### config.mk
export PLATFORM = sky130hd
export DESIGN_NAME = ising_core_wrap
export DESIGN_NICKNAME = d
export VERILOG_FILES = /design/src/hdl/ising_pkg.sv /design/src/hdl/ising_anneal_engine.sv /design/src/hdl/ising_core_regs.sv /design/src/hdl/ising_core_wrap.sv /design/src/hdl/ising_l1_mem.sv
export VERILOG_INCLUDE_DIRS = /design/src /design/src/hdl
export SDC_FILE = /design/constraint.sdc
export NUM_CORES = 1
export LEC_CHECK = 0
export BUFFER_PORTS_ARGS = -buffer_cell sky130_fd_sc_hd__buf_2
export CAP_MARGIN = 20
export CORE_UTILIZATION = 55
export CTS_CLUSTER_DIAMETER = 40
export CTS_CLUSTER_SIZE = 8
export DETAILED_ROUTE_END_ITERATION = 8
export GPL_TIMING_DRIVEN = 0
export PLACE_DENSITY = 0.85
export SETUP_SLACK_MARGIN = 0.5
export SLEW_MARGIN = 10
export SYNTH_ARGS = -nofsm -noshare
export SYNTH_HDL_FRONTEND = slang
export SYNTH_SLANG_ARGS = --single-unit
### constraint.sdc
create_clock -name clk_i -period 12.4 [get_ports clk_i]
set_clock_uncertainty 0.1 [all_clocks]
set_input_delay 1.86 -clock clk_i [delete_from_list [all_inputs] [get_ports clk_i]]
set_output_delay 1.86 -clock clk_i [all_outputs]
set_load 0.1 [all_outputs]
### src/hdl/ising_settings.svh
// Sizing macros of the Ising core, included by the package and by every RTL file using them

`ifndef ISING_SETTINGS_SVH
`define ISING_SETTINGS_SVH

// Spin array
`define ISING_NUM_SPIN 8

// Signed coupling width, one J entry
`define ISING_BIT_J 4

// Signed local field width
`define ISING_FIELD_BIT 8

// Signed energy accumulator width
`define ISING_ENERGY_BIT 16

// Flip memory words, also the largest iteration count
`define ISING_FLIP_DEPTH 16

// Host side buses
`define ISING_ADDR_BIT 8
`define ISING_DATA_BIT 32

`endif

### src/hdl/ising_pkg.sv
// Shared types of the Ising core, referenced with scoped names by all RTL and testbench files

`default_nettype none

`include "ising_settings.svh"

package ising_pkg;

    //////////////////////////////////////////////////
    // Data types
    //////////////////////////////////////////////////
    typedef logic [`ISING_NUM_SPIN-1:0] spin_vec_t;

    // One J row, entry j couples spin j into the row's field
    typedef logic signed [`ISING_NUM_SPIN-1:0][`ISING_BIT_J-1:0] j_row_t;

    typedef logic signed [`ISING_FIELD_BIT-1:0] field_t;
    typedef logic signed [`ISING_ENERGY_BIT-1:0] energy_t;

    // Iteration index and count, wide enough to hold FLIP_DEPTH itself
    typedef logic [$clog2(`ISING_FLIP_DEPTH):0] iter_t;

    //////////////////////////////////////////////////
    // Bus structs
    //////////////////////////////////////////////////
    typedef struct packed {
        logic                       valid;
        logic                       write;
        logic [`ISING_ADDR_BIT-1:0] addr;
        logic [`ISING_DATA_BIT-1:0] wdata;
    } mem_req_t;

    typedef struct packed {
        logic                       rvalid;
        logic [`ISING_DATA_BIT-1:0] rdata;
    } mem_rsp_t;

    typedef struct packed {
        logic                       valid;
        logic                       write;
        logic [`ISING_ADDR_BIT-1:0] addr;
        logic [`ISING_DATA_BIT-1:0] wdata;
    } reg_req_t;

    typedef struct packed {
        logic                       rvalid;
        logic [`ISING_DATA_BIT-1:0] rdata;
    } reg_rsp_t;

    //////////////////////////////////////////////////
    // Enums
    //////////////////////////////////////////////////
    typedef enum logic [1:0] {
        IDLE,
        READ,
        DRAIN,
        RECORD
    } engine_state_e;

    typedef enum logic [`ISING_ADDR_BIT-1:0] {
        CTRL       = 0,
        SPIN_INIT  = 1,
        ITER_NUM   = 2,
        STATUS     = 3,
        ENERGY     = 4,
        SPIN_STATE = 5
    } reg_addr_e;

endpackage

`default_nettype wire

### src/hdl/ising_anneal_engine.sv
// Anneal engine: streams J rows, forms local fields and energy, updates spins, records each pass

`default_nettype none

`include "ising_settings.svh"

module ising_anneal_engine (
    input  logic                 clk_i,
    input  logic                 arst_n_i,
    input  logic                 start_i,
    input  ising_pkg::spin_vec_t spin_init_i,
    input  ising_pkg::iter_t     iter_num_i,
    output ising_pkg::mem_req_t  j_req_o,
    input  ising_pkg::j_row_t    j_rdata_i,
    output ising_pkg::mem_req_t  flip_req_o,
    output logic                 busy_o,
    output logic                 done_o,
    output ising_pkg::energy_t   energy_o,
    output ising_pkg::spin_vec_t spin_o
);

    localparam int ROW_BIT = $clog2(`ISING_NUM_SPIN);

    ising_pkg::engine_state_e state_q;
    logic [ROW_BIT-1:0]       row_q;
    logic [ROW_BIT-1:0]       rd_row_q;
    logic                     rd_valid_q;
    ising_pkg::iter_t         iter_q;
    ising_pkg::iter_t         iter_tot_q;
    ising_pkg::spin_vec_t     spin_q;
    ising_pkg::spin_vec_t     spin_nxt_q;
    ising_pkg::energy_t       acc_q;
    ising_pkg::energy_t       energy_q;
    logic                     done_q;
    ising_pkg::field_t        field;
    ising_pkg::energy_t       term;
    logic                     launch;
    logic                     clr_acc;

    assign launch  = (state_q == ising_pkg::IDLE) & start_i;
    assign clr_acc = launch | (state_q == ising_pkg::RECORD);

    //////////////////////////////////////////////////
    // Control FSM
    //////////////////////////////////////////////////
    always_ff @(posedge clk_i or negedge arst_n_i) begin
        if (!arst_n_i) begin
            state_q    <= ising_pkg::IDLE;
            row_q      <= '0;
            iter_q     <= '0;
            iter_tot_q <= '0;
            spin_q     <= '0;
            energy_q   <= '0;
            done_q     <= 1'b0;
            rd_valid_q <= 1'b0;
        end else begin
            done_q     <= 1'b0;
            rd_valid_q <= (state_q == ising_pkg::READ);
            case (state_q)
                ising_pkg::IDLE: begin
                    if (start_i) begin
                        state_q    <= ising_pkg::READ;
                        row_q      <= '0;
                        iter_q     <= '0;
                        spin_q     <= spin_init_i;
                        // Zero iterations run once
                        iter_tot_q <= (iter_num_i == '0) ? ising_pkg::iter_t'(1) : iter_num_i;
                    end
                end
                ising_pkg::READ: begin
                    row_q <= row_q + 1'b1;
                    if (row_q == ROW_BIT'(`ISING_NUM_SPIN - 1)) begin
                        state_q <= ising_pkg::DRAIN;
                    end
                end
                ising_pkg::DRAIN: begin
                    state_q <= ising_pkg::RECORD;
                end
                ising_pkg::RECORD: begin
                    spin_q   <= spin_nxt_q;
                    energy_q <= acc_q;
                    row_q    <= '0;
                    if (iter_q == iter_tot_q - 1'b1) begin
                        state_q <= ising_pkg::IDLE;
                        done_q  <= 1'b1;
                    end else begin
                        iter_q  <= iter_q + 1'b1;
                        state_q <= ising_pkg::READ;
                    end
                end
                default: state_q <= ising_pkg::IDLE;
            endcase
        end
    end

    //////////////////////////////////////////////////
    // Field and energy datapath
    //////////////////////////////////////////////////
    // h_i from the returning row, spin bit 0 counts as -1
    always_comb begin
        ising_pkg::field_t coup;
        field = '0;
        coup  = '0;
        for (int j = 0; j < `ISING_NUM_SPIN; j++) begin
            coup = $signed(j_rdata_i[j]);
            if (spin_q[j]) begin
                field = field + coup;
            end else begin
                field = field - coup;
            end
        end
        term = field;
    end

    always_ff @(posedge clk_i) begin
        rd_row_q <= row_q;
        if (rd_valid_q) begin
            // Zero field keeps the old spin
            if (field == '0) begin
                spin_nxt_q[rd_row_q] <= spin_q[rd_row_q];
            end else begin
                spin_nxt_q[rd_row_q] <= ~field[`ISING_FIELD_BIT-1];
            end
            // E -= s_i * h_i
            acc_q <= spin_q[rd_row_q] ? (acc_q - term) : (acc_q + term);
        end else if (clr_acc) begin
            acc_q <= '0;
        end
    end

    //////////////////////////////////////////////////
    // Memory requests
    //////////////////////////////////////////////////
    always_comb begin
        j_req_o       = '0;
        j_req_o.valid = (state_q == ising_pkg::READ);
        j_req_o.write = 1'b0;
        j_req_o.addr  = `ISING_ADDR_BIT'(row_q);

        flip_req_o       = '0;
        flip_req_o.valid = (state_q == ising_pkg::RECORD);
        flip_req_o.write = 1'b1;
        flip_req_o.addr  = `ISING_ADDR_BIT'(iter_q);
        flip_req_o.wdata = `ISING_DATA_BIT'(spin_nxt_q);
    end

    assign busy_o   = (state_q != ising_pkg::IDLE);
    assign done_o   = done_q;
    assign energy_o = energy_q;
    assign spin_o   = spin_q;

endmodule

`default_nettype wire

### src/hdl/ising_core_regs.sv
// Host register block of the Ising core: start command, run configuration and status readback

`default_nettype none

`include "ising_settings.svh"

module ising_core_regs (
    input  logic                 clk_i,
    input  logic                 arst_n_i,
    input  ising_pkg::reg_req_t  reg_req_i,
    output ising_pkg::reg_rsp_t  reg_rsp_o,
    output logic                 start_o,
    output ising_pkg::spin_vec_t spin_init_o,
    output ising_pkg::iter_t     iter_num_o,
    input  logic                 busy_i,
    input  logic                 done_i,
    input  ising_pkg::energy_t   energy_i,
    input  ising_pkg::spin_vec_t spin_i
);

    localparam int DW = `ISING_DATA_BIT;
    localparam int EW = `ISING_ENERGY_BIT;

    ising_pkg::spin_vec_t spin_init_q;
    ising_pkg::iter_t     iter_num_q;
    logic                 start_q;
    logic                 done_q;
    logic                 rvalid_q;
    logic [DW-1:0]        rdata_q;
    logic [DW-1:0]        rdata_mux;
    logic                 wr_en;
    logic                 rd_en;

    assign wr_en = reg_req_i.valid & reg_req_i.write;
    assign rd_en = reg_req_i.valid & ~reg_req_i.write;

    //////////////////////////////////////////////////
    // Write side
    //////////////////////////////////////////////////
    always_ff @(posedge clk_i or negedge arst_n_i) begin
        if (!arst_n_i) begin
            spin_init_q <= '0;
            iter_num_q  <= '0;
            start_q     <= 1'b0;
            done_q      <= 1'b0;
        end else begin
            start_q <= wr_en & (reg_req_i.addr == ising_pkg::CTRL) & reg_req_i.wdata[0];
            if (wr_en && reg_req_i.addr == ising_pkg::SPIN_INIT) begin
                spin_init_q <= reg_req_i.wdata[`ISING_NUM_SPIN-1:0];
            end
            if (wr_en && reg_req_i.addr == ising_pkg::ITER_NUM) begin
                iter_num_q <= reg_req_i.wdata[$bits(ising_pkg::iter_t)-1:0];
            end
            // Sticky done, a new start wins over a late done
            if (start_q) begin
                done_q <= 1'b0;
            end else if (done_i) begin
                done_q <= 1'b1;
            end
        end
    end

    //////////////////////////////////////////////////
    // Read side
    //////////////////////////////////////////////////
    always_comb begin
        rdata_mux = '0;
        case (reg_req_i.addr)
            ising_pkg::SPIN_INIT:  rdata_mux[`ISING_NUM_SPIN-1:0] = spin_init_q;
            ising_pkg::ITER_NUM:   rdata_mux[$bits(ising_pkg::iter_t)-1:0] = iter_num_q;
            ising_pkg::STATUS:     rdata_mux[1:0] = {done_q, busy_i};
            ising_pkg::ENERGY:     rdata_mux = {{(DW-EW){energy_i[EW-1]}}, energy_i};
            ising_pkg::SPIN_STATE: rdata_mux[`ISING_NUM_SPIN-1:0] = spin_i;
            default:               rdata_mux = '0;
        endcase
    end

    always_ff @(posedge clk_i or negedge arst_n_i) begin
        if (!arst_n_i) begin
            rvalid_q <= 1'b0;
        end else begin
            rvalid_q <= rd_en;
        end
    end

    always_ff @(posedge clk_i) begin
        if (rd_en) begin
            rdata_q <= rdata_mux;
        end
    end

    assign reg_rsp_o.rvalid = rvalid_q;
    assign reg_rsp_o.rdata  = rdata_q;

    assign start_o     = start_q;
    assign spin_init_o = spin_init_q;
    assign iter_num_o  = iter_num_q;

endmodule

`default_nettype wire

### src/hdl/ising_core_wrap.sv
// Top level of the Ising core, joining registers, anneal engine and the two L1 memories

`default_nettype none

`include "ising_settings.svh"

module ising_core_wrap (
    input  logic                clk_i,
    input  logic                arst_n_i,
    input  ising_pkg::reg_req_t reg_req_i,
    output ising_pkg::reg_rsp_t reg_rsp_o,
    input  ising_pkg::mem_req_t j_host_req_i,
    input  ising_pkg::mem_req_t flip_host_req_i,
    output ising_pkg::mem_rsp_t j_host_rsp_o,
    output ising_pkg::mem_rsp_t flip_host_rsp_o,
    output logic                done_o
);

    logic                 start;
    logic                 busy;
    logic                 done;
    logic                 host_own_q;
    ising_pkg::spin_vec_t spin_init;
    ising_pkg::iter_t     iter_num;
    ising_pkg::energy_t   energy;
    ising_pkg::spin_vec_t spin;
    ising_pkg::mem_req_t  eng_j_req;
    ising_pkg::mem_req_t  eng_flip_req;
    ising_pkg::mem_req_t  j_mem_req;
    ising_pkg::mem_req_t  flip_mem_req;
    ising_pkg::mem_rsp_t  j_mem_rsp;
    ising_pkg::mem_rsp_t  flip_mem_rsp;

    // Responses reach the host only for requests it owned
    function automatic ising_pkg::mem_rsp_t host_rsp(ising_pkg::mem_rsp_t rsp, logic own);
        ising_pkg::mem_rsp_t r;
        r        = rsp;
        r.rvalid = rsp.rvalid & own;
        return r;
    endfunction

    //////////////////////////////////////////////////
    // Register block and engine
    //////////////////////////////////////////////////
    ising_core_regs u_core_regs (
        .clk_i       (clk_i      ),
        .arst_n_i    (arst_n_i   ),
        .reg_req_i   (reg_req_i  ),
        .reg_rsp_o   (reg_rsp_o  ),
        .start_o     (start      ),
        .spin_init_o (spin_init  ),
        .iter_num_o  (iter_num   ),
        .busy_i      (busy       ),
        .done_i      (done       ),
        .energy_i    (energy     ),
        .spin_i      (spin       )
    );

    ising_anneal_engine u_anneal_engine (
        .clk_i       (clk_i                                 ),
        .arst_n_i    (arst_n_i                              ),
        .start_i     (start                                 ),
        .spin_init_i (spin_init                             ),
        .iter_num_i  (iter_num                              ),
        .j_req_o     (eng_j_req                             ),
        .j_rdata_i   (ising_pkg::j_row_t'(j_mem_rsp.rdata)  ),
        .flip_req_o  (eng_flip_req                          ),
        .busy_o      (busy                                  ),
        .done_o      (done                                  ),
        .energy_o    (energy                                ),
        .spin_o      (spin                                  )
    );

    //////////////////////////////////////////////////
    // Memory mux, engine owns both while busy
    //////////////////////////////////////////////////
    assign j_mem_req    = busy ? eng_j_req : j_host_req_i;
    assign flip_mem_req = busy ? eng_flip_req : flip_host_req_i;

    always_ff @(posedge clk_i or negedge arst_n_i) begin
        if (!arst_n_i) begin
            host_own_q <= 1'b0;
        end else begin
            host_own_q <= ~busy;
        end
    end

    assign j_host_rsp_o    = host_rsp(j_mem_rsp, host_own_q);
    assign flip_host_rsp_o = host_rsp(flip_mem_rsp, host_own_q);

    ising_l1_mem #(
        .WIDTH (`ISING_DATA_BIT),
        .DEPTH (`ISING_NUM_SPIN)
    ) u_l1_mem_j (
        .clk_i    (clk_i    ),
        .arst_n_i (arst_n_i ),
        .req_i    (j_mem_req),
        .rsp_o    (j_mem_rsp)
    );

    ising_l1_mem #(
        .WIDTH (`ISING_NUM_SPIN  ),
        .DEPTH (`ISING_FLIP_DEPTH)
    ) u_l1_mem_flip (
        .clk_i    (clk_i       ),
        .arst_n_i (arst_n_i    ),
        .req_i    (flip_mem_req),
        .rsp_o    (flip_mem_rsp)
    );

    assign done_o = done;

endmodule

`default_nettype wire

### src/hdl/ising_l1_mem.sv
// Single-port L1 RAM with one-cycle read latency, instantiated for the J and flip memories

`default_nettype none

module ising_l1_mem #(
    parameter int WIDTH = 32,
    parameter int DEPTH = 16
) (
    input  logic                 clk_i,
    input  logic                 arst_n_i,
    input  ising_pkg::mem_req_t  req_i,
    output ising_pkg::mem_rsp_t  rsp_o
);

    localparam int AW = $clog2(DEPTH);

    logic [WIDTH-1:0] mem [DEPTH];
    logic [WIDTH-1:0] rdata_q;
    logic             rvalid_q;
    logic [AW-1:0]    idx;

    // Upper address bits are ignored
    assign idx = req_i.addr[AW-1:0];

    always_ff @(posedge clk_i) begin
        if (req_i.valid) begin
            if (req_i.write) begin
                mem[idx] <= req_i.wdata[WIDTH-1:0];
            end else begin
                rdata_q <= mem[idx];
            end
        end
    end

    // Only reads get a response
    always_ff @(posedge clk_i or negedge arst_n_i) begin
        if (!arst_n_i) begin
            rvalid_q <= 1'b0;
        end else begin
            rvalid_q <= req_i.valid & ~req_i.write;
        end
    end

    always_comb begin
        rsp_o                   = '0;
        rsp_o.rvalid            = rvalid_q;
        rsp_o.rdata[WIDTH-1:0]  = rdata_q;
    end

endmodule

`default_nettype wire

==> results_tabular.tex <==
\begin{tabular}{lr}
\hline
Metric & Value \\
\hline
\multicolumn{2}{l}{\textbf{Setup path}} \\
\quad Setup slack of the most critical reg-to-reg path & 2.60 ns \\
\quad Number of cells on the worst reg-to-reg path & 38 \\
\quad Largest fanout on the critical path & 10 \\
\quad Critical path buffers and inverters & 6 \\
\quad Slowest cell on the critical path & fa\_1 \\
\quad Startpoint of the lowest-slack register-to-register path & u\_l1\_mem\_j.rdata\_q[4] \\
\quad Crit path kind & flip-flop to flip-flop \\
\quad Crit path required time & 12.67 ns \\
\quad Worst Setup End Kind & flip-flop \\
\quad Worst reg2reg endpoint & u\_anneal\_engine.acc\_q[15] \\
\quad Endpoint arrival time on the critical path & 10.07 ns \\
\quad Critical Path Max Stage Delay & 0.61 ns \\
\quad Delay-heaviest family, CP & adder cells \\
\quad Cell repeated most along the worst path & a21oi\_1 \\
\quad Launch point of the worst path & u\_l1\_mem\_j.rdata\_q[4] \\
\quad Kind of start point of the critical path & flip-flop \\
\multicolumn{2}{l}{\textbf{Outcome}} \\
\quad Run status & complete, no violations \\
\multicolumn{2}{l}{\textbf{Drt}} \\
\quad Residual DRC count & 0 \\
\quad Number of design-rule violations left by the first detailed-router iteration & 2085 \\
\quad Total Wirelength & 61100 um \\
\quad Pre-antenna DRT Iters & 5 \\
\quad DR WL/cell & 23.8 um \\
\quad Detail Route Antenna Nets & 0 \\
\quad Avg Vias per Cell & 6.19 \\
\quad Via count & 15878 \\
\multicolumn{2}{l}{\textbf{Yosys}} \\
\quad Top-area cell type share of the netlist area & 58.3\% \\
\quad Most numerous cell in the Yosys netlist & edfxtp\_1 \\
\quad Post-synthesis cell area & 23900 sq um \\
\quad Synth area leader & edfxtp\_1 \\
\quad Commonest cells in the netlist & edfxtp\_1, a22oi\_1, ha\_1 \\
\quad Top flip-flop cell by instance count after synthesis & edfxtp\_1 \\
\quad Ranking of synthesized cells by area & edfxtp\_1, dfrtp\_1, ha\_1, a22oi\_1, mux4\_2 \\
\quad Number of enable-type register cells in the synthesized netlist & 464 \\
\quad Count of mapped cells out of synthesis & 1668 \\
\quad Post-synthesis register bit count & 527 \\
\quad Warning count from the yosys run & 0 \\
\quad Synth async-reset ratio & 11.4\% \\
\quad Synth unique cells & 64 \\
\quad Proportion of synthesized chip area in sequential cells & 64.8\% \\
\quad Average footprint of a synthesized cell & 14.3 sq um \\
\multicolumn{2}{l}{\textbf{CTS}} \\
\quad Reg clk slew, reported paths & 0.05 ns \\
\quad Count of cells resized by post-cts repair & 0 \\
\quad Buffers inserted by post-CTS timing repair & 0 \\
\quad H-tree depth & 3 \\
\quad Clk buf depth & 3 \\
\quad Count of hold-fix buffers inserted at cts & 0 \\
\quad TritonCTS clock tree & yes \\
\quad Root buffer cell & clkbuf\_16 \\
\quad Number of buffers created by CTS & 79 \\
\quad Clock net sink count & 527 \\
\quad Clk Latency, worst-skew pair & 0.64 ns \\
\multicolumn{2}{l}{\textbf{Finish}} \\
\quad Core Util, Final & 65.5\% \\
\quad Synthesis-to-layout area growth & 17.8\% \\
\quad Final standard cell count with taps included and fillers excluded & 2565 \\
\quad Fillers & 2844 \\
\quad Area used by multi-input combinational logic & 7690 sq um \\
\quad Area occupied by registers & 15500 sq um \\
\quad Fraction of final layout cells with drive strength greater than 1 & 21.6\% \\
\quad Total Nets Final & 2172 \\
\multicolumn{2}{l}{\textbf{Floorplanning}} \\
\quad \# IOs & 228 \\
\quad Placeable Area & 43000 sq um \\
\quad Die span in y & 210 um \\
\quad Starting density of the core & 55.6\% \\
\quad Number of placement rows & 76 \\
\quad Chip width & 210 um \\
\quad Die Footprint & 44300 sq um \\
\multicolumn{2}{l}{\textbf{Hold path}} \\
\quad Depth of the worst hold-timing path & 0 \\
\quad Hold path start & u\_anneal\_engine.row\_q[1] \\
\quad Kind of path behind the tightest hold check & flip-flop to flip-flop \\
\quad Worst Hold Endpoint & u\_anneal\_engine.rd\_row\_q[1] \\
\multicolumn{2}{l}{\textbf{Timing}} \\
\quad Slew margin rel. & 26.1\% \\
\quad RSZ-0062 raised after global routing & no \\
\quad Maximum frequency from static timing analysis & 0.102 GHz \\
\quad Portion of the clock cycle consumed by the worst path in the final layout & 79.1\% \\
\quad Worst slew pin tran & 1.10 ns \\
\quad Min cycle time layout & 9.80 ns \\
\quad Number of endpoints with negative hold slack in the final report & 0 \\
\quad Final sum of negative setup slack & 0 ns \\
\quad Final-report setup violation count & 0 \\
\quad Setup slack after layout & 2.60 ns \\
\quad Final count of pins violating max slew & 0 \\
\multicolumn{2}{l}{\textbf{Global routing}} \\
\quad Congestion Overflow GR & 0 \\
\quad Antenna violations before repair & 1 \\
\quad First-pass GRT wire length & 91600 um \\
\quad Largest net degree at the start of global routing & 61 \\
\quad Vias in the first global route & 16186 \\
\quad Total routing resource utilization after global routing & 27.8\% \\
\multicolumn{2}{l}{\textbf{Place}} \\
\quad DP Cell Count & 2453 \\
\quad Half-perimeter wire length of the detailed placement result & 39700 um \\
\quad Post-place setup slack & 2.68 ns \\
\quad \# port buffers & 146 \\
\quad Weighted congestion at the end of routability-driven global placement & 0.870 \\
\multicolumn{2}{l}{\textbf{Job}} \\
\quad Reported max-cap violation count & 0 \\
\hline
\end{tabular}
[how the worst max path moves through the flow]
stage | end | slack [ns] | cells past startpoint
finish | u_anneal_engine.acc_q[15] | 2.60 | 38
global route | u_anneal_engine.acc_q[15] | 2.07 | 38
CTS | u_anneal_engine.acc_q[15] | 2.65 | 38
detailed placement | u_anneal_engine.acc_q[15] | 2.68 | 38
global placement | u_anneal_engine.acc_q[15] | 3.00 | 38
floorplan | u_anneal_engine.acc_q[15] | 3.07 | 38
[worst reg2reg max path: cells and delay by family (launching register included)]
family                     cells  cell delay (ns)
adders and majority gates      9             3.72
AOI/OAI and AO/OA             13             2.89
xor gates and xnor gates       5             1.01
buffers and inverters          6             0.59
DFF                            1             0.50
and+or+nand+nor                4             0.45
muxes                          1             0.29
[layout by cell type, fill, tap and decap left out, types with 52 or more instances in the layout]
master / count
clkbuf_1: 73
mux2_2: 52
nand2_1: 73
nor2_1: 80
dfrtp_1: 60
a22oi_1: 123
clkbuf_16: 80
buf_4: 62
buf_2: 154
and2_1: 61
inv_1: 74
edfxtp_1: 464
ha_1: 87
[cell type report]
| class | instances | share of cell area [%] |
|---|---|---|
| Timing Repair Buffer | 177 | 3.74 |
| Sequential cell | 527 | 55.0 |
| Multi-Input combinational cell | 981 | 27.3 |
| Inverter | 74 | 0.986 |
| Tap cell | 585 | 2.60 |
| Clock buffer | 98 | 7.35 |
| Clock inverter | 13 | 0.906 |
| Antenna cell | 1 | 0.00888 |
| Buffer | 109 | 2.10 |
[flip-flops by register name (all words and copies together) (netlist names), 2 cells and up]
signal and cells:
u_anneal_engine.acc_q 16, u_l1_mem_j.mem 256, u_core_regs.iter_num_o 5, u_anneal_engine.spin_o 8, u_core_regs.rdata_q 16, u_anneal_engine.energy_o 16
u_anneal_engine.iter_q 5, u_anneal_engine.row_q 3, u_anneal_engine.rd_row_q 3, u_l1_mem_j.rdata_q 32, u_anneal_engine.state_q 2, u_core_regs.spin_init_o 8
u_anneal_engine.spin_nxt_q 8, u_anneal_engine.iter_tot_q 5, u_l1_mem_flip.rdata_q 8, u_l1_mem_flip.mem 128
[cells by family (layout without fill, tap and decap cells)]
family / after synthesis / after routing / share of synthesized area [%]
xor+xnor: 79 / 79 / 3.07
simple gates: 350 / 350 / 7.41
other cells: 1 / 25 / 0.0157
flops: 527 / 527 / 64.8
mux: 114 / 114 / 6.74
compound gates: 319 / 319 / 9.10
fa+ha+maj: 95 / 95 / 5.22
buf+inv: 183 / 471 / 3.63
[per-stage QoR]
step,hold slack [ns],area (sq um)
5_1_grt,0.402,28200
3_3_place_gp,0.354,25500
4_1_cts,0.382,28200
6_report,0.386,28200
2_1_floorplan,0.300,24000
3_5_place_dp,0.364,25800
[layer usage]
layer	up-vias	track usage (%)	share of wire [%]
met4	0	14.3	5.0
met5	-	0	0
met1	7757	33.4	36
met3	214	6.78	10
met2	1072	46.8	49
li1	6835	-	-
Power is not shown: default switching activity piles up to over one toggle a cycle in this logic, so the estimate is an artifact.
